===== config.mk =====
export PLATFORM = sky130hd
export DESIGN_NAME = nand_master
export DESIGN_NICKNAME = d
export VERILOG_FILES = /design/src/onfi_pkg.sv /design/src/nand_ctrl_pkg.sv /design/src/nand_latch_cycle.sv /design/src/nand_read_cycle.sv /design/src/nand_bus_arbiter.sv /design/src/nand_sequencer.sv /design/src/nand_master.sv
export SDC_FILE = /design/constraint.sdc
export NUM_CORES = 1
export LEC_CHECK = 0
export BUFFER_PORTS_ARGS = -buffer_cell sky130_fd_sc_hd__buf_2
export CAP_MARGIN = 10
export CORE_ASPECT_RATIO = 0.75
export CORE_MARGIN = 3
export CORE_UTILIZATION = 30
export DETAILED_ROUTE_END_ITERATION = 6
export GPL_ROUTABILITY_DRIVEN = 1
export PLACE_DENSITY = 0.55
export SETUP_SLACK_MARGIN = 0.2
export SKIP_CTS_REPAIR_TIMING = 1
export SYNTH_ARGS = -nofsm -noshare
export SYNTH_HDL_FRONTEND = slang
export SYNTH_SLANG_ARGS = --single-unit
export TNS_END_PERCENT = 100

===== constraint.sdc =====
create_clock -name clk -period 5.9 [get_ports clk]
set_input_delay 0.885 -clock clk [delete_from_list [all_inputs] [get_ports clk]]
set_output_delay 0.885 -clock clk [all_outputs]
set_load 0.05 [all_outputs]

===== src/onfi_pkg.sv =====
// ONFI bus constants
`default_nettype none

package onfi_pkg;

	// ------------------------------
	// Bus width
	// ------------------------------

	// x8 bus only
	localparam int DQ_W = 8;

	// ------------------------------
	// Command bytes
	// ------------------------------

	localparam logic [DQ_W-1:0] CMD_RESET       = 8'hff;
	localparam logic [DQ_W-1:0] CMD_READ_STATUS = 8'h70;
	localparam logic [DQ_W-1:0] CMD_READ_ID     = 8'h90;

	// ------------------------------
	// Timing, in clock cycles
	// ------------------------------

	// WE# low and high time
	localparam int T_WP  = 2;
	localparam int T_WH  = 2;
	// RE# low and high time
	localparam int T_RP  = 2;
	localparam int T_REH = 2;
	// Last WE# rise to R/B# valid
	localparam int T_WB  = 4;
	// Command to status read
	localparam int T_WHR = 6;

	// Width of phase and delay counters, large enough for T_WHR
	localparam int CNT_W = 3;

	// Bytes returned by READ ID
	localparam int ID_BYTES = 5;

endpackage

`default_nettype wire


===== src/nand_ctrl_pkg.sv =====
// Controller types
`default_nettype none

package nand_ctrl_pkg;

	// ------------------------------
	// Host opcodes
	// ------------------------------

	typedef enum logic [5:0] {
		OP_GET_STATUS       = 6'd0,
		OP_CHIP_ENABLE      = 6'd1,
		OP_CHIP_DISABLE     = 6'd2,
		OP_WRITE_PROTECT    = 6'd3,
		OP_WRITE_ENABLE     = 6'd4,
		OP_RESET_INDEX      = 6'd5,
		OP_GET_ID_BYTE      = 6'd6,
		OP_NAND_RESET       = 6'd7,
		OP_NAND_READ_STATUS = 6'd8,
		OP_NAND_READ_ID     = 6'd9,
		OP_BYPASS_CMD       = 6'd10,
		OP_BYPASS_ADDR      = 6'd11,
		OP_BYPASS_WR        = 6'd12,
		OP_BYPASS_RD        = 6'd13
	} opcode_e;

	// ------------------------------
	// Sequencer states
	// ------------------------------

	// One running state per opcode, plus wait and delay
	typedef enum logic [4:0] {
		ST_RESET, ST_IDLE,
		ST_GET_STATUS, ST_CHIP_ENABLE, ST_CHIP_DISABLE,
		ST_WRITE_PROTECT, ST_WRITE_ENABLE, ST_RESET_INDEX, ST_GET_ID_BYTE,
		ST_NAND_RESET, ST_NAND_READ_STATUS, ST_NAND_READ_ID,
		ST_BYPASS_CMD, ST_BYPASS_ADDR, ST_BYPASS_WR, ST_BYPASS_RD,
		ST_WAIT, ST_DELAY
	} seq_state_e;

	// Kind of write-type bus cycle
	typedef enum logic [1:0] {
		KIND_CMD,
		KIND_ADDR,
		KIND_DATA
	} cycle_kind_e;

	// ------------------------------
	// Bus structs
	// ------------------------------

	// Pin request of one cycle unit
	typedef struct packed {
		logic busy;
		logic cle;
		logic ale;
		logic nwe;
		logic nre;
		logic [onfi_pkg::DQ_W-1:0] dq;
	} cycle_req_t;

	// Registered NAND pins
	typedef struct packed {
		logic cle;
		logic ale;
		logic nwe;
		logic nre;
		logic [onfi_pkg::DQ_W-1:0] dq;
		logic dq_oe;
	} nand_pins_t;

	// Controller status byte
	typedef struct packed {
		logic [2:0] rsvd_hi;
		logic idx_oor;   // bit 4, index out of range
		logic wp;        // bit 3, write protected
		logic ce;        // bit 2, chip enabled
		logic [1:0] rsvd_lo;
	} status_t;

	// Controller starts write protected, 08h
	localparam status_t STATUS_INIT = '{3'b000, 1'b0, 1'b1, 1'b0, 2'b00};

	// Pins with no cycle in progress
	localparam nand_pins_t PINS_IDLE = '{1'b0, 1'b0, 1'b1, 1'b1, '0, 1'b0};

endpackage

`default_nettype wire


===== src/nand_latch_cycle.sv =====
// NAND write-type cycle unit
`default_nettype none

module nand_latch_cycle #(
	parameter nand_ctrl_pkg::cycle_kind_e kind = nand_ctrl_pkg::KIND_CMD
) (
	input  logic clk,
	input  logic nreset,
	input  logic start,
	input  logic [onfi_pkg::DQ_W-1:0] byte_in,
	output nand_ctrl_pkg::cycle_req_t req
);

	import onfi_pkg::*;
	import nand_ctrl_pkg::*;

	logic active;
	logic [CNT_W-1:0] phase;
	logic [DQ_W-1:0] data_q;

	// Phase runs 0 .. T_WP+T_WH-1 while active
	always_ff @(posedge clk) begin
		if (!nreset) begin
			active <= 1'b0;
			phase <= '0;
		end else if (start) begin
			active <= 1'b1;
			phase <= '0;
		end else if (active) begin
			if (phase == CNT_W'(T_WP + T_WH - 1)) begin
				active <= 1'b0;
			end
			phase <= phase + 1'b1;
		end
	end

	// Byte to place on DQ, held for the whole cycle
	always_ff @(posedge clk) begin
		if (start) begin
			data_q <= byte_in;
		end
	end

	// CLE or ALE by kind, WE# low for the first T_WP cycles
	always_comb begin
		req.busy = active;
		req.cle = active && (kind == KIND_CMD);
		req.ale = active && (kind == KIND_ADDR);
		req.nwe = !(active && (phase < CNT_W'(T_WP)));
		req.nre = 1'b1;
		req.dq = data_q;
	end

	// Sequencer only starts an idle unit
	start_when_idle: assert property (@(posedge clk) disable iff (!nreset)
		start |-> !active);

endmodule

`default_nettype wire


===== src/nand_read_cycle.sv =====
// NAND read cycle unit
`default_nettype none

module nand_read_cycle (
	input  logic clk,
	input  logic nreset,
	input  logic start,
	input  logic [onfi_pkg::DQ_W-1:0] dq_in,
	output nand_ctrl_pkg::cycle_req_t req,
	output logic [onfi_pkg::DQ_W-1:0] byte_out
);

	import onfi_pkg::*;

	logic active;
	logic [CNT_W-1:0] phase;

	// RE# low for T_RP cycles, then high for T_REH
	always_ff @(posedge clk) begin
		if (!nreset) begin
			active <= 1'b0;
			phase <= '0;
		end else if (start) begin
			active <= 1'b1;
			phase <= '0;
		end else if (active) begin
			if (phase == CNT_W'(T_RP + T_REH - 1)) begin
				active <= 1'b0;
			end
			phase <= phase + 1'b1;
		end
	end

	// Capture on the last low cycle
	// byte stays until the next read
	always_ff @(posedge clk) begin
		if (active && (phase == CNT_W'(T_RP - 1))) begin
			byte_out <= dq_in;
		end
	end

	// Read never drives DQ, CLE or ALE
	always_comb begin
		req.busy = active;
		req.cle = 1'b0;
		req.ale = 1'b0;
		req.nwe = 1'b1;
		req.nre = !(active && (phase < CNT_W'(T_RP)));
		req.dq = '0;
	end

endmodule

`default_nettype wire


===== src/nand_bus_arbiter.sv =====
// NAND pin bus arbiter
`default_nettype none

module nand_bus_arbiter (
	input  logic clk,
	input  logic nreset,
	input  nand_ctrl_pkg::cycle_req_t cmd_req,
	input  nand_ctrl_pkg::cycle_req_t addr_req,
	input  nand_ctrl_pkg::cycle_req_t wr_req,
	input  nand_ctrl_pkg::cycle_req_t rd_req,
	output nand_ctrl_pkg::nand_pins_t pins
);

	import nand_ctrl_pkg::*;

	cycle_req_t grant;
	logic write_grant;
	nand_pins_t pins_d;

	// ------------------------------
	// Fixed priority grant
	// ------------------------------

	// Command, address, write, then read
	always_comb begin
		write_grant = 1'b1;
		if (cmd_req.busy) begin
			grant = cmd_req;
		end else if (addr_req.busy) begin
			grant = addr_req;
		end else if (wr_req.busy) begin
			grant = wr_req;
		end else begin
			grant = rd_req;
			write_grant = 1'b0;
		end
	end

	// Idle levels when nothing is busy
	always_comb begin
		if (grant.busy) begin
			pins_d.cle = grant.cle;
			pins_d.ale = grant.ale;
			pins_d.nwe = grant.nwe;
			pins_d.nre = grant.nre;
			pins_d.dq = grant.dq;
			// Controller drives DQ only on write-type cycles
			pins_d.dq_oe = write_grant;
		end else begin
			pins_d = PINS_IDLE;
		end
	end

	// ------------------------------
	// Pin register
	// ------------------------------

	always_ff @(posedge clk) begin
		if (!nreset) begin
			pins <= PINS_IDLE;
		end else begin
			pins <= pins_d;
		end
	end

	// Units never overlap on the bus
	one_unit_busy: assert property (@(posedge clk) disable iff (!nreset)
		$onehot0({cmd_req.busy, addr_req.busy, wr_req.busy, rd_req.busy}));

endmodule

`default_nettype wire


===== src/nand_sequencer.sv =====
// NAND opcode sequencer
`default_nettype none

module nand_sequencer (
	input  logic clk,
	input  logic nreset,
	input  logic pause,
	input  logic activate,
	input  nand_ctrl_pkg::opcode_e cmd_in,
	input  logic [onfi_pkg::DQ_W-1:0] data_in,
	input  logic rnb,
	input  logic [3:0] units_busy,
	input  logic [onfi_pkg::DQ_W-1:0] rd_byte,
	output logic busy,
	output logic [onfi_pkg::DQ_W-1:0] data_out,
	output logic nce,
	output logic nwp,
	output logic cmd_start,
	output logic addr_start,
	output logic wr_start,
	output logic rd_start,
	output logic [onfi_pkg::DQ_W-1:0] tx_byte
);

	import onfi_pkg::*;
	import nand_ctrl_pkg::*;

	seq_state_e state;
	seq_state_e ret_state;
	logic [2:0] step;
	logic [CNT_W-1:0] dly_cnt;
	status_t status;
	logic [2:0] index;
	logic [DQ_W-1:0] id_store [ID_BYTES];

	// Accepted request, held until the FSM leaves idle
	logic pend;
	opcode_e op_q;
	logic [DQ_W-1:0] data_q;
	logic units_idle;

	// Units idle and none about to start
	assign units_idle = (units_busy == 4'b0000) &&
		!(cmd_start || addr_start || wr_start || rd_start);

	// Opcode decode, unknown opcodes go to reset
	function automatic seq_state_e op_to_state(input opcode_e op);
		case (op)
			OP_GET_STATUS:       op_to_state = ST_GET_STATUS;
			OP_CHIP_ENABLE:      op_to_state = ST_CHIP_ENABLE;
			OP_CHIP_DISABLE:     op_to_state = ST_CHIP_DISABLE;
			OP_WRITE_PROTECT:    op_to_state = ST_WRITE_PROTECT;
			OP_WRITE_ENABLE:     op_to_state = ST_WRITE_ENABLE;
			OP_RESET_INDEX:      op_to_state = ST_RESET_INDEX;
			OP_GET_ID_BYTE:      op_to_state = ST_GET_ID_BYTE;
			OP_NAND_RESET:       op_to_state = ST_NAND_RESET;
			OP_NAND_READ_STATUS: op_to_state = ST_NAND_READ_STATUS;
			OP_NAND_READ_ID:     op_to_state = ST_NAND_READ_ID;
			OP_BYPASS_CMD:       op_to_state = ST_BYPASS_CMD;
			OP_BYPASS_ADDR:      op_to_state = ST_BYPASS_ADDR;
			OP_BYPASS_WR:        op_to_state = ST_BYPASS_WR;
			OP_BYPASS_RD:        op_to_state = ST_BYPASS_RD;
			default:             op_to_state = ST_RESET;
		endcase
	endfunction

	always_ff @(posedge clk) begin
		if (!nreset) begin
			state <= ST_IDLE;
			ret_state <= ST_IDLE;
			step <= '0;
			dly_cnt <= '0;
			status <= STATUS_INIT;
			index <= '0;
			nce <= 1'b1;
			nwp <= 1'b0;
			busy <= 1'b0;
			pend <= 1'b0;
			cmd_start <= 1'b0;
			addr_start <= 1'b0;
			wr_start <= 1'b0;
			rd_start <= 1'b0;
		end else begin
			// Start strobes last one cycle
			cmd_start <= 1'b0;
			addr_start <= 1'b0;
			wr_start <= 1'b0;
			rd_start <= 1'b0;

			// Host request is taken even while paused
			if (activate && !busy) begin
				busy <= 1'b1;
				pend <= 1'b1;
				op_q <= cmd_in;
				data_q <= data_in;
			end

			if (!pause) begin
				case (state)
					ST_IDLE: begin
						if (pend) begin
							state <= op_to_state(op_q);
							pend <= 1'b0;
							step <= '0;
						end
					end
					// ------------------------------
					// Register operations
					// ------------------------------
					ST_RESET: begin
						status <= STATUS_INIT;
						index <= '0;
						nce <= 1'b1;
						nwp <= 1'b0;
						state <= ST_IDLE;
						busy <= 1'b0;
					end
					ST_GET_STATUS: begin
						data_out <= status;
						state <= ST_IDLE;
						busy <= 1'b0;
					end
					ST_CHIP_ENABLE: begin
						nce <= 1'b0;
						status.ce <= 1'b1;
						state <= ST_IDLE;
						busy <= 1'b0;
					end
					ST_CHIP_DISABLE: begin
						nce <= 1'b1;
						status.ce <= 1'b0;
						state <= ST_IDLE;
						busy <= 1'b0;
					end
					ST_WRITE_PROTECT: begin
						nwp <= 1'b0;
						status.wp <= 1'b1;
						state <= ST_IDLE;
						busy <= 1'b0;
					end
					ST_WRITE_ENABLE: begin
						nwp <= 1'b1;
						status.wp <= 1'b0;
						state <= ST_IDLE;
						busy <= 1'b0;
					end
					ST_RESET_INDEX: begin
						index <= '0;
						state <= ST_IDLE;
						busy <= 1'b0;
					end
					// Past the last ID byte, wrap and flag
					ST_GET_ID_BYTE: begin
						if (index < 3'(ID_BYTES)) begin
							data_out <= id_store[index];
							index <= index + 1'b1;
							status.idx_oor <= 1'b0;
						end else begin
							data_out <= '0;
							index <= '0;
							status.idx_oor <= 1'b1;
						end
						state <= ST_IDLE;
						busy <= 1'b0;
					end
					// ------------------------------
					// NAND operations
					// ------------------------------
					// FFh, then hold for T_WB and R/B# high
					ST_NAND_RESET: begin
						ret_state <= ST_NAND_RESET;
						step <= step + 1'b1;
						case (step)
							3'd0: begin
								cmd_start <= 1'b1;
								tx_byte <= CMD_RESET;
								dly_cnt <= '0;
								state <= ST_WAIT;
							end
							3'd1: begin
								dly_cnt <= CNT_W'(T_WB);
								state <= ST_WAIT;
							end
							default: begin
								state <= ST_IDLE;
								busy <= 1'b0;
							end
						endcase
					end
					// 70h, tWHR, one read into data_out
					ST_NAND_READ_STATUS: begin
						ret_state <= ST_NAND_READ_STATUS;
						step <= step + 1'b1;
						case (step)
							3'd0: begin
								cmd_start <= 1'b1;
								tx_byte <= CMD_READ_STATUS;
								dly_cnt <= '0;
								state <= ST_WAIT;
							end
							3'd1: begin
								dly_cnt <= CNT_W'(T_WHR);
								state <= ST_DELAY;
							end
							3'd2: begin
								rd_start <= 1'b1;
								dly_cnt <= '0;
								state <= ST_WAIT;
							end
							default: begin
								data_out <= rd_byte;
								state <= ST_IDLE;
								busy <= 1'b0;
							end
						endcase
					end
					// 90h, address 00h, then five reads
					// index counts the bytes and is left at 0
					ST_NAND_READ_ID: begin
						ret_state <= ST_NAND_READ_ID;
						step <= step + 1'b1;
						dly_cnt <= '0;
						case (step)
							3'd0: begin
								cmd_start <= 1'b1;
								tx_byte <= CMD_READ_ID;
								state <= ST_WAIT;
							end
							3'd1: begin
								addr_start <= 1'b1;
								tx_byte <= '0;
								index <= '0;
								state <= ST_WAIT;
							end
							3'd2: begin
								dly_cnt <= CNT_W'(T_WB);
								state <= ST_DELAY;
							end
							3'd3: begin
								rd_start <= 1'b1;
								state <= ST_WAIT;
							end
							default: begin
								id_store[index] <= rd_byte;
								if (index == 3'(ID_BYTES - 1)) begin
									index <= '0;
									state <= ST_IDLE;
									busy <= 1'b0;
								end else begin
									index <= index + 1'b1;
									step <= 3'd3;
								end
							end
						endcase
					end
					// ------------------------------
					// Bypass operations
					// ------------------------------
					ST_BYPASS_CMD, ST_BYPASS_ADDR, ST_BYPASS_WR: begin
						if (step == '0) begin
							cmd_start <= (state == ST_BYPASS_CMD);
							addr_start <= (state == ST_BYPASS_ADDR);
							wr_start <= (state == ST_BYPASS_WR);
							tx_byte <= data_q;
							ret_state <= state;
							dly_cnt <= '0;
							step <= step + 1'b1;
							state <= ST_WAIT;
						end else begin
							state <= ST_IDLE;
							busy <= 1'b0;
						end
					end
					ST_BYPASS_RD: begin
						if (step == '0) begin
							rd_start <= 1'b1;
							ret_state <= ST_BYPASS_RD;
							dly_cnt <= '0;
							step <= step + 1'b1;
							state <= ST_WAIT;
						end else begin
							data_out <= rd_byte;
							state <= ST_IDLE;
							busy <= 1'b0;
						end
					end
					// ------------------------------
					// Wait and delay
					// ------------------------------
					// Delay first, then units idle and R/B# high
					ST_WAIT: begin
						if (dly_cnt != '0) begin
							dly_cnt <= dly_cnt - 1'b1;
						end else if (units_idle && rnb) begin
							state <= ret_state;
						end
					end
					ST_DELAY: begin
						if (dly_cnt != '0) begin
							dly_cnt <= dly_cnt - 1'b1;
						end else begin
							state <= ret_state;
						end
					end
					default: begin
						state <= ST_RESET;
					end
				endcase
			end
		end
	end

	// Host sees busy for every cycle the FSM is away from idle
	busy_out_of_idle: assert property (@(posedge clk) disable iff (!nreset)
		(state != ST_IDLE) |-> busy);

endmodule

`default_nettype wire


===== src/nand_master.sv =====
// ONFI NAND master top level
`default_nettype none

module nand_master (
	input  logic clk,
	input  logic nreset,
	input  logic pause,
	input  logic activate,
	input  nand_ctrl_pkg::opcode_e cmd_in,
	input  logic [onfi_pkg::DQ_W-1:0] data_in,
	input  logic rnb,
	input  logic [onfi_pkg::DQ_W-1:0] dq_in,
	output logic busy,
	output logic [onfi_pkg::DQ_W-1:0] data_out,
	output logic nce,
	output logic nwp,
	output nand_ctrl_pkg::nand_pins_t pins
);

	import onfi_pkg::*;
	import nand_ctrl_pkg::*;

	// Sequencer to cycle units
	logic cmd_start;
	logic addr_start;
	logic wr_start;
	logic rd_start;
	logic [DQ_W-1:0] tx_byte;
	logic [DQ_W-1:0] rd_byte;

	// Cycle units to arbiter
	cycle_req_t cmd_req;
	cycle_req_t addr_req;
	cycle_req_t wr_req;
	cycle_req_t rd_req;

	// ------------------------------
	// Opcode sequencer
	// ------------------------------
	nand_sequencer u_seq (
		.clk        (clk),
		.nreset     (nreset),
		.pause      (pause),
		.activate   (activate),
		.cmd_in     (cmd_in),
		.data_in    (data_in),
		.rnb        (rnb),
		.units_busy ({rd_req.busy, wr_req.busy, addr_req.busy, cmd_req.busy}),
		.rd_byte    (rd_byte),
		.busy       (busy),
		.data_out   (data_out),
		.nce        (nce),
		.nwp        (nwp),
		.cmd_start  (cmd_start),
		.addr_start (addr_start),
		.wr_start   (wr_start),
		.rd_start   (rd_start),
		.tx_byte    (tx_byte)
	);

	// ------------------------------
	// Cycle units
	// ------------------------------
	// Command latch, CLE high
	nand_latch_cycle #(.kind(KIND_CMD)) u_cmd (
		.clk     (clk),
		.nreset  (nreset),
		.start   (cmd_start),
		.byte_in (tx_byte),
		.req     (cmd_req)
	);

	// Address latch, ALE high
	nand_latch_cycle #(.kind(KIND_ADDR)) u_addr (
		.clk     (clk),
		.nreset  (nreset),
		.start   (addr_start),
		.byte_in (tx_byte),
		.req     (addr_req)
	);

	// Plain data write
	nand_latch_cycle #(.kind(KIND_DATA)) u_wr (
		.clk     (clk),
		.nreset  (nreset),
		.start   (wr_start),
		.byte_in (tx_byte),
		.req     (wr_req)
	);

	nand_read_cycle u_rd (
		.clk      (clk),
		.nreset   (nreset),
		.start    (rd_start),
		.dq_in    (dq_in),
		.req      (rd_req),
		.byte_out (rd_byte)
	);

	// Shared pin bus
	nand_bus_arbiter u_arb (
		.clk      (clk),
		.nreset   (nreset),
		.cmd_req  (cmd_req),
		.addr_req (addr_req),
		.wr_req   (wr_req),
		.rd_req   (rd_req),
		.pins     (pins)
	);

endmodule

`default_nettype wire


==> flow_metrics.tcl, run 1 <==
set metrics [dict create \
    outcome "finished, final reports clean" \
    fin_area_mm2 0.00816 \
    clock_tree.buffer_depth 2 \
    finalPower_uw 2460 \
    crit_top_cell "nand2_1" \
    yosys-top-cells-count "edfxtp_1, dfxtp_1, nand2_1, nor2_1, o21ai_0" \
    wire_per_inst_um 17.8 \
    max_freq_ghz 0.306 \
    setup_ws_ns 2.63 \
    drive_gt1_share_pct 17.3 \
    worstReg2RegStart "u_seq.state[1]$_SDFFE_PN0P_" \
    path_delay_family "simple AND/OR/NAND/NOR gates" \
    holdWs_ns 0.448 \
    gr-total-overflow 0 \
    post-synth-top-area-cell "edfxtp_1" \
    ys.flop_type "edfxtp_1" \
    min_period_over_period_pct 55.4 \
    crit_required_ns 5.97 \
    first_pass_iters 5 \
    portBuffers 50 \
    r2r_cells 5 \
    path_class "reg2reg" \
    finalSetupViolations 0 \
    ant_nets 0 \
    numCtsBuffers 17 \
    htree_levels 4 \
    max-slew-margin-rel_pct 43.4 \
    syn_avg_cell_area_um2 12.2 \
    synthSimpleGateAreaFrac_pct 12.4 \
    root_buffer "clkbuf_16" \
    antenna_cells 0 \
    grt_pass1_wl_mm 25.8 \
    synth_mux_area_share_pct 5.28 \
    ys_ff_latch 168 \
    fin_nets 669 \
    die_h_um 139 \
    crit_chain "nor2b_1 > nand2_1 > nor4_1 > nand2_1 > nor2_1" \
    synthArstFlopShare_pct 0 \
    path_buf_inv 0 \
    start_util_pct 31.3 \
    crit_slowest_cell "dfxtp_1" \
    area_growth_pct 15.5 \
    start_kind "flip-flop" \
    antenna_found_initial 1 \
    grt_pass1_vias 4574 \
    end_kind "flip-flop" \
    rows 47 \
    syn_inst 581 \
    synth_top_family_by_area "simple AND/OR/NAND/NOR gates" \
    synth_top_area_share_pct 43.3 \
    leakage_uw 0.00275 \
    dp_hpwl_mm 11.9 \
    tns_ns 0 \
    critPathArrivalTime_ns 3.33 \
    yosys.cell_count.top_type "edfxtp_1" \
    grt_start_max_net_pins 33 \
    die_x_um 183 \
    rrSetupSlack_ns 2.63 \
    viasPerCell 5.16 \
    whs_path_depth 2 \
    rr_endpoint "u_seq.id_store[3][0]$_DFFE_PP_" \
    clk_latency_ns 0.43 \
    slew_viol_final 0 \
    synthXorXnorAreaFrac_pct 0.867 \
    vias 4791 \
    rsz0062_at_grt "no" \
    peakVddDrop_v 0.000195 \
    synth_edf_count 102 \
    syn-cell-area_mm2 0.00707 \
    grt_util_all_layers_pct 13.0 \
    ys_seq_area_share_pct 62.0 \
    tightest_slew_ns 0.848 \
    syn-num-nets 628 \
    fin_crit_ns 3.27 \
    yosysWarnings 0 \
    worstPathMaxFanout 19 \
    synth_area_leaders "edfxtp_1, dfxtp_1, ha_1" \
    cts_tree "done" \
    drtIter0Drc 667 \
    cts.sinks 168 \
    finClkSkew_ns 0.00739 \
    power_density_mw_per_mm2 302 \
    synth_compound_area_share_pct 12.3 \
    ioPinCount 51 \
    drcViolationCount 0 \
    maxCapViolations 0 \
    design.die.area_mm2 0.0255 \
    globalplace.congestion 0.916 \
    synthAdderAreaFrac_pct 3.54 \
    path_clk_slew_ns 0.07 \
    yosys.cell_types.count 68 \
    wirelength_mm 16.5 \
    cp_slowest_stage_delay_ns 0.75 \
    placed_cell_area_mm2 0.00758 \
    min_path_type "reg2reg" \
    hold_viol_final 0 \
    hold_end "u_arb.pins[1]$_SDFF_PN0_" \
    n_fill_cell 2199 \
    core_area_mm2 0.0226 \
    hp-start "u_cmd.data_q[0]$_DFFE_PP_" \
    pre_cts_slack_ns 2.69 \
]
## routing by layer
metal	share of wire [%]	up-vias	track usage, %	routed length (µm)
met1	48	2334	19.4	7870
met2	43	191	18.4	7040
met3	8.0	27	3.57	1330
met5	0.042	-	0	7
li1	-	2237	-	-
met4	1.6	2	4.13	261
## worst reg2reg max path: stages (launching register included)
cell and delay [ns]:
dfxtp_1 0.75, nor2b_1 0.56, nand2_1 0.37, nor4_1 0.59, nand2_1 0.14, nor2_1 0.50
## sequential cells by signal, indices dropped and copies added (netlist names), 3 cells and up, named ones only
| register | cells |
|---|---|
| u_rd.phase | 3 |
| u_seq.op_q | 6 |
| u_seq.ret_state | 5 |
| u_addr.phase | 3 |
| u_seq.status | 3 |
| u_seq.index | 3 |
| u_seq.id_store | 40 |
| u_seq.state | 5 |
| u_seq.tx_byte | 8 |
| u_arb.pins | 13 |
| u_seq.dly_cnt | 3 |
| u_cmd.data_q | 8 |
| u_seq.data_out | 8 |
| u_rd.byte_out | 8 |
| u_seq.step | 3 |
| u_cmd.phase | 3 |
| u_wr.data_q | 8 |
| u_addr.data_q | 8 |
| u_seq.data_q | 8 |
| u_wr.phase | 3 |
## report_power, final
| group | total, µW | internal [µW] | switching (µW) |
|---|---|---|---|
| combinational | 99.4 | 34.0 | 65.4 |
| sequential | 1260 | 1250 | 14.4 |
| clock | 1110 | 600 | 505 |
| total | 2460 | 1880 | 585 |
## how the worst max path moves through the flow
stage,slack [ns],from,cells after the start,to
3_5_place_dp,2.69,u_seq.state[1]$_SDFFE_PN0P_,5,u_seq.id_store[3][0]$_DFFE_PP_
3_3_place_gp,2.77,u_seq.state[1]$_SDFFE_PN0P_,5,u_seq.id_store[1][0]$_DFFE_PP_
2_1_floorplan,3.08,nreset,4,u_seq.tx_byte[0]$_DFFE_PP_
6_report,2.63,u_seq.state[1]$_SDFFE_PN0P_,5,u_seq.id_store[3][0]$_DFFE_PP_
4_1_cts,2.67,u_seq.state[1]$_SDFFE_PN0P_,5,u_seq.id_store[3][6]$_DFFE_PP_
5_1_grt,2.36,u_seq.state[1]$_SDFFE_PN0P_,5,u_seq.id_store[1][7]$_DFFE_PP_
## per-stage QoR
stage,utilization [%],std cells
2_1_floorplan,-,581
3_3_place_gp,33.5,897
3_5_place_dp,33.5,897
4_1_cts,36.2,929
5_1_grt,36.2,929
6_report,36.2,929
## final cells by class
type                       count  area (µm²)  share of cell area (%)
sequential                   168        4380                    53.7
multi-input combinational    352        2430                    29.8
clock buffer                  17         425                    5.21
tap                          294         368                    4.51
timing repair buffer          55         288                    3.52
clock inverter                15         163                    1.99
inverter                      28         105                    1.29
## logic make-up after synthesis
group / Yosys count
multiplexers: 27
buffers and inverters: 61
adder cells (fa/ha/maj): 20
XOR/XNOR: 7
flip-flops: 168
AND/OR/NAND/NOR: 175
AO/OA/AOI/OAI: 123
## cell usage in the layout, fill, tap and decap left out, types with 3 or more instances in the layout
| cell | netlist | final |
|---|---|---|
| a32oi_1 | 7 | 7 |
| xor2_1 | 3 | 3 |
| clkbuf_16 | 0 | 17 |
| dfxtp_1 | 66 | 66 |
| nor2_1 | 46 | 46 |
| nor3_1 | 7 | 7 |
| o221ai_1 | 3 | 3 |
| and3_1 | 7 | 7 |
| inv_1 | 28 | 28 |
| xnor2_1 | 4 | 4 |
| nand3_1 | 15 | 15 |
| inv_8 | 0 | 3 |
| buf_2 | 6 | 50 |
| a31oi_1 | 4 | 4 |
| nor2b_1 | 9 | 9 |
| nand4_1 | 5 | 5 |
| ha_1 | 20 | 20 |
| inv_6 | 0 | 4 |
| a22oi_1 | 13 | 13 |
| nor4_1 | 9 | 9 |
| o211ai_1 | 3 | 3 |
| buf_4 | 0 | 5 |
| and2_1 | 6 | 6 |
| nand2b_1 | 7 | 7 |
| a21oi_1 | 20 | 20 |
| nand2_1 | 50 | 50 |
| mux4_2 | 8 | 8 |
| o21ai_0 | 36 | 36 |
| mux2i_1 | 17 | 17 |
| a211oi_1 | 6 | 6 |
| edfxtp_1 | 102 | 102 |
Power figures use the tool's default switching activity.
==> inputs of run 2 (changes only) <==
==> constraint.sdc (replaced) <==
create_clock -name clk -period 3.3 [get_ports clk]
set_input_delay 0.495 -clock clk [delete_from_list [all_inputs] [get_ports clk]]
set_output_delay 0.495 -clock clk [all_outputs]
set_load 0.05 [all_outputs]
==> run 2 against run 1 <==
  * First-iteration DRC count is 31% lower
  * Combinational power grew 110%
  * Worst hold slack got worse by 0.22 ns
  * Clock-buffer cell count unchanged
==> flow_metrics.tcl, run 2 (synthesis gave the netlist of run 1 again) <==
set metrics [dict create \
    rsz0062_at_grt "no" \
    tightest_slew_ns 0.794 \
    p_clk_share_pct 44.3 \
    path_clk_slew_ns 0.07 \
    ant_nets 0 \
    fin_nets 679 \
    met3_usage_pct 3.93 \
    combPwrFrac_pct 4.7 \
    power.internal_uw 3300 \
    vias 4864 \
    clock_tree.buffer_depth 2 \
    cts_tree "done" \
    n_fill_cell 2198 \
    path_class "reg2reg" \
    hold_viol_final 0 \
    min_path_type "in2reg" \
    antenna_found_initial 0 \
    wire_per_inst_um 18.0 \
    design.die.area_mm2 0.0255 \
    rrSetupSlack_ns 0.38 \
    setup_ws_ns 0.384 \
    worstPathMaxFanout 8 \
    min_period_over_period_pct 88.4 \
    startpoint "u_seq.step[0]$_SDFFE_PN0P_" \
    slew_viol_final 0 \
    antenna_cells 0 \
    viasPerCell 5.18 \
    busiest_layer "met1" \
    first_pass_iters 5 \
    grt_start_max_net_pins 32 \
    pre_cts_slack_ns 0.396 \
    globalplace.congestion 0.927 \
    htree_levels 4 \
    worstReg2RegStart "u_seq.step[0]$_SDFFE_PN0P_" \
    start_kind "flip-flop" \
    start_util_pct 31.3 \
    rr_endpoint "u_seq.id_store[1][6]$_DFFE_PP_" \
    max-slew-margin-rel_pct 47.0 \
    met1_usage_pct 19.7 \
    drtIter0Drc 460 \
    numCtsBuffers 17 \
    met2_usage_pct 19.1 \
    power_density_mw_per_mm2 533 \
    dp_cells 907 \
    regMostFlops "u_seq.id_store" \
    finClkSkew_ns 0.0135 \
    grt_util_all_layers_pct 13.5 \
    power.switching_uw 1080 \
    fin_cells 939 \
    clk_latency_ns 0.43 \
    maxCapViolations 0 \
    die_x_um 183 \
    root_buffer "clkbuf_16" \
    layout_commonest_cell "edfxtp_1" \
    finalSetupViolations 0 \
    crit_required_ns 3.37 \
    peakVddDrop_v 0.000331 \
    seqPwrFrac_pct 51.0 \
    drive_gt1_share_pct 18.4 \
    leakage_uw 0.00279 \
    outcome "finished, final reports clean" \
    drcViolationCount 0 \
    tns_ns 0 \
    holdWs_ns 0.232 \
    gr-total-overflow 0 \
    critPathArrivalTime_ns 2.98 \
    core_area_mm2 0.0226 \
    cts.sinks 168 \
    grt_pass1_vias 4705 \
    reg_top3 "u_seq.id_store: 40 flops, u_arb.pins: 13 flops" \
    wirelength_mm 16.9 \
    r2r_cells 7 \
    portBuffers 50 \
    rows 47 \
    crit_end "u_seq.id_store[1][6]$_DFFE_PP_" \
    max_freq_ghz 0.343 \
    final_cell_mix "edfxtp_1, dfxtp_1, nand2_1, buf_2, nor2_1" \
    switching_share_pct 24.7 \
    area_growth_pct 16.4 \
    grt_pass1_wl_mm 26.5 \
    largest_reg_flops 40 \
    die_h_um 139 \
    end_kind "flip-flop" \
    fin_crit_ns 2.92 \
    dp_hpwl_mm 12.2 \
    ioPinCount 51 \
]
[run 2: per-stage QoR]
| stage | cell area [µm²] | power [µW] | util (%) |
|---|---|---|---|
| after floorplan | 7070 | 2410 | - |
| after global placement | 7650 | 2490 | 33.9 |
| after detailed placement | 7650 | 2490 | 33.9 |
| after CTS | 8230 | 4420 | 36.4 |
| after global routing | 8230 | 4550 | 36.4 |
| final | 8230 | 4390 | 36.4 |
[run 2: worst max-delay path, cell delays in order (launching register included)]
cell and delay (ns):
dfxtp_1 0.42, inv_1 0.09, ha_1 0.23, o21bai_1 0.43
nand3_2 0.25, nor4_1 0.49, nand2_1 0.14, nor2_1 0.50
[run 2: power groups by stage]
| stage | Combinational, µW | Clock [µW] | Sequential [µW] |
|---|---|---|---|
| final | 205 | 1940 | 2240 |
| after global routing | 225 | 2080 | 2240 |
| after CTS | 202 | 1990 | 2240 |
| after detailed placement | 201 | 0 | 2290 |
| after global placement | 202 | 0 | 2280 |
| after floorplan | 126 | 0 | 2290 |
[run 2: cell type report]
class | instances | area (µm²) | share of cell area (%)
clock buffers | 17 | 425 | 5.17
repair buffers | 65 | 363 | 4.41
inverters | 28 | 105 | 1.28
well taps | 294 | 368 | 4.47
multi-input cells | 352 | 2430 | 29.5
clock inverters | 15 | 153 | 1.85
flip-flops and latches | 168 | 4380 | 53.3
[run 2: how the worst min path moves through the flow]
| stage | from | end | cells past startpoint |
|---|---|---|---|
| 3_3_place_gp | u_cmd.data_q[0]$_DFFE_PP_ | u_arb.pins[1]$_SDFF_PN0_ | 2 |
| 4_1_cts | cmd_in[4] | u_seq.op_q[4]$_DFFE_PP_ | 1 |
| 3_5_place_dp | u_cmd.data_q[3]$_DFFE_PP_ | u_arb.pins[4]$_SDFF_PN0_ | 2 |
| 2_1_floorplan | u_cmd.data_q[0]$_DFFE_PP_ | u_arb.pins[1]$_SDFF_PN0_ | 2 |
| 5_1_grt | cmd_in[5] | u_seq.op_q[5]$_DFFE_PP_ | 1 |
| 6_report | cmd_in[4] | u_seq.op_q[4]$_DFFE_PP_ | 1 |
[run 2: metal layers]
metal	vias up	wire (µm)	share of wire (%)
li1	2265	-	-
met1	2401	8240	49
met2	177	7190	43
met3	21	1240	7.3
met4	0	205	1.2
met5	-	0	0
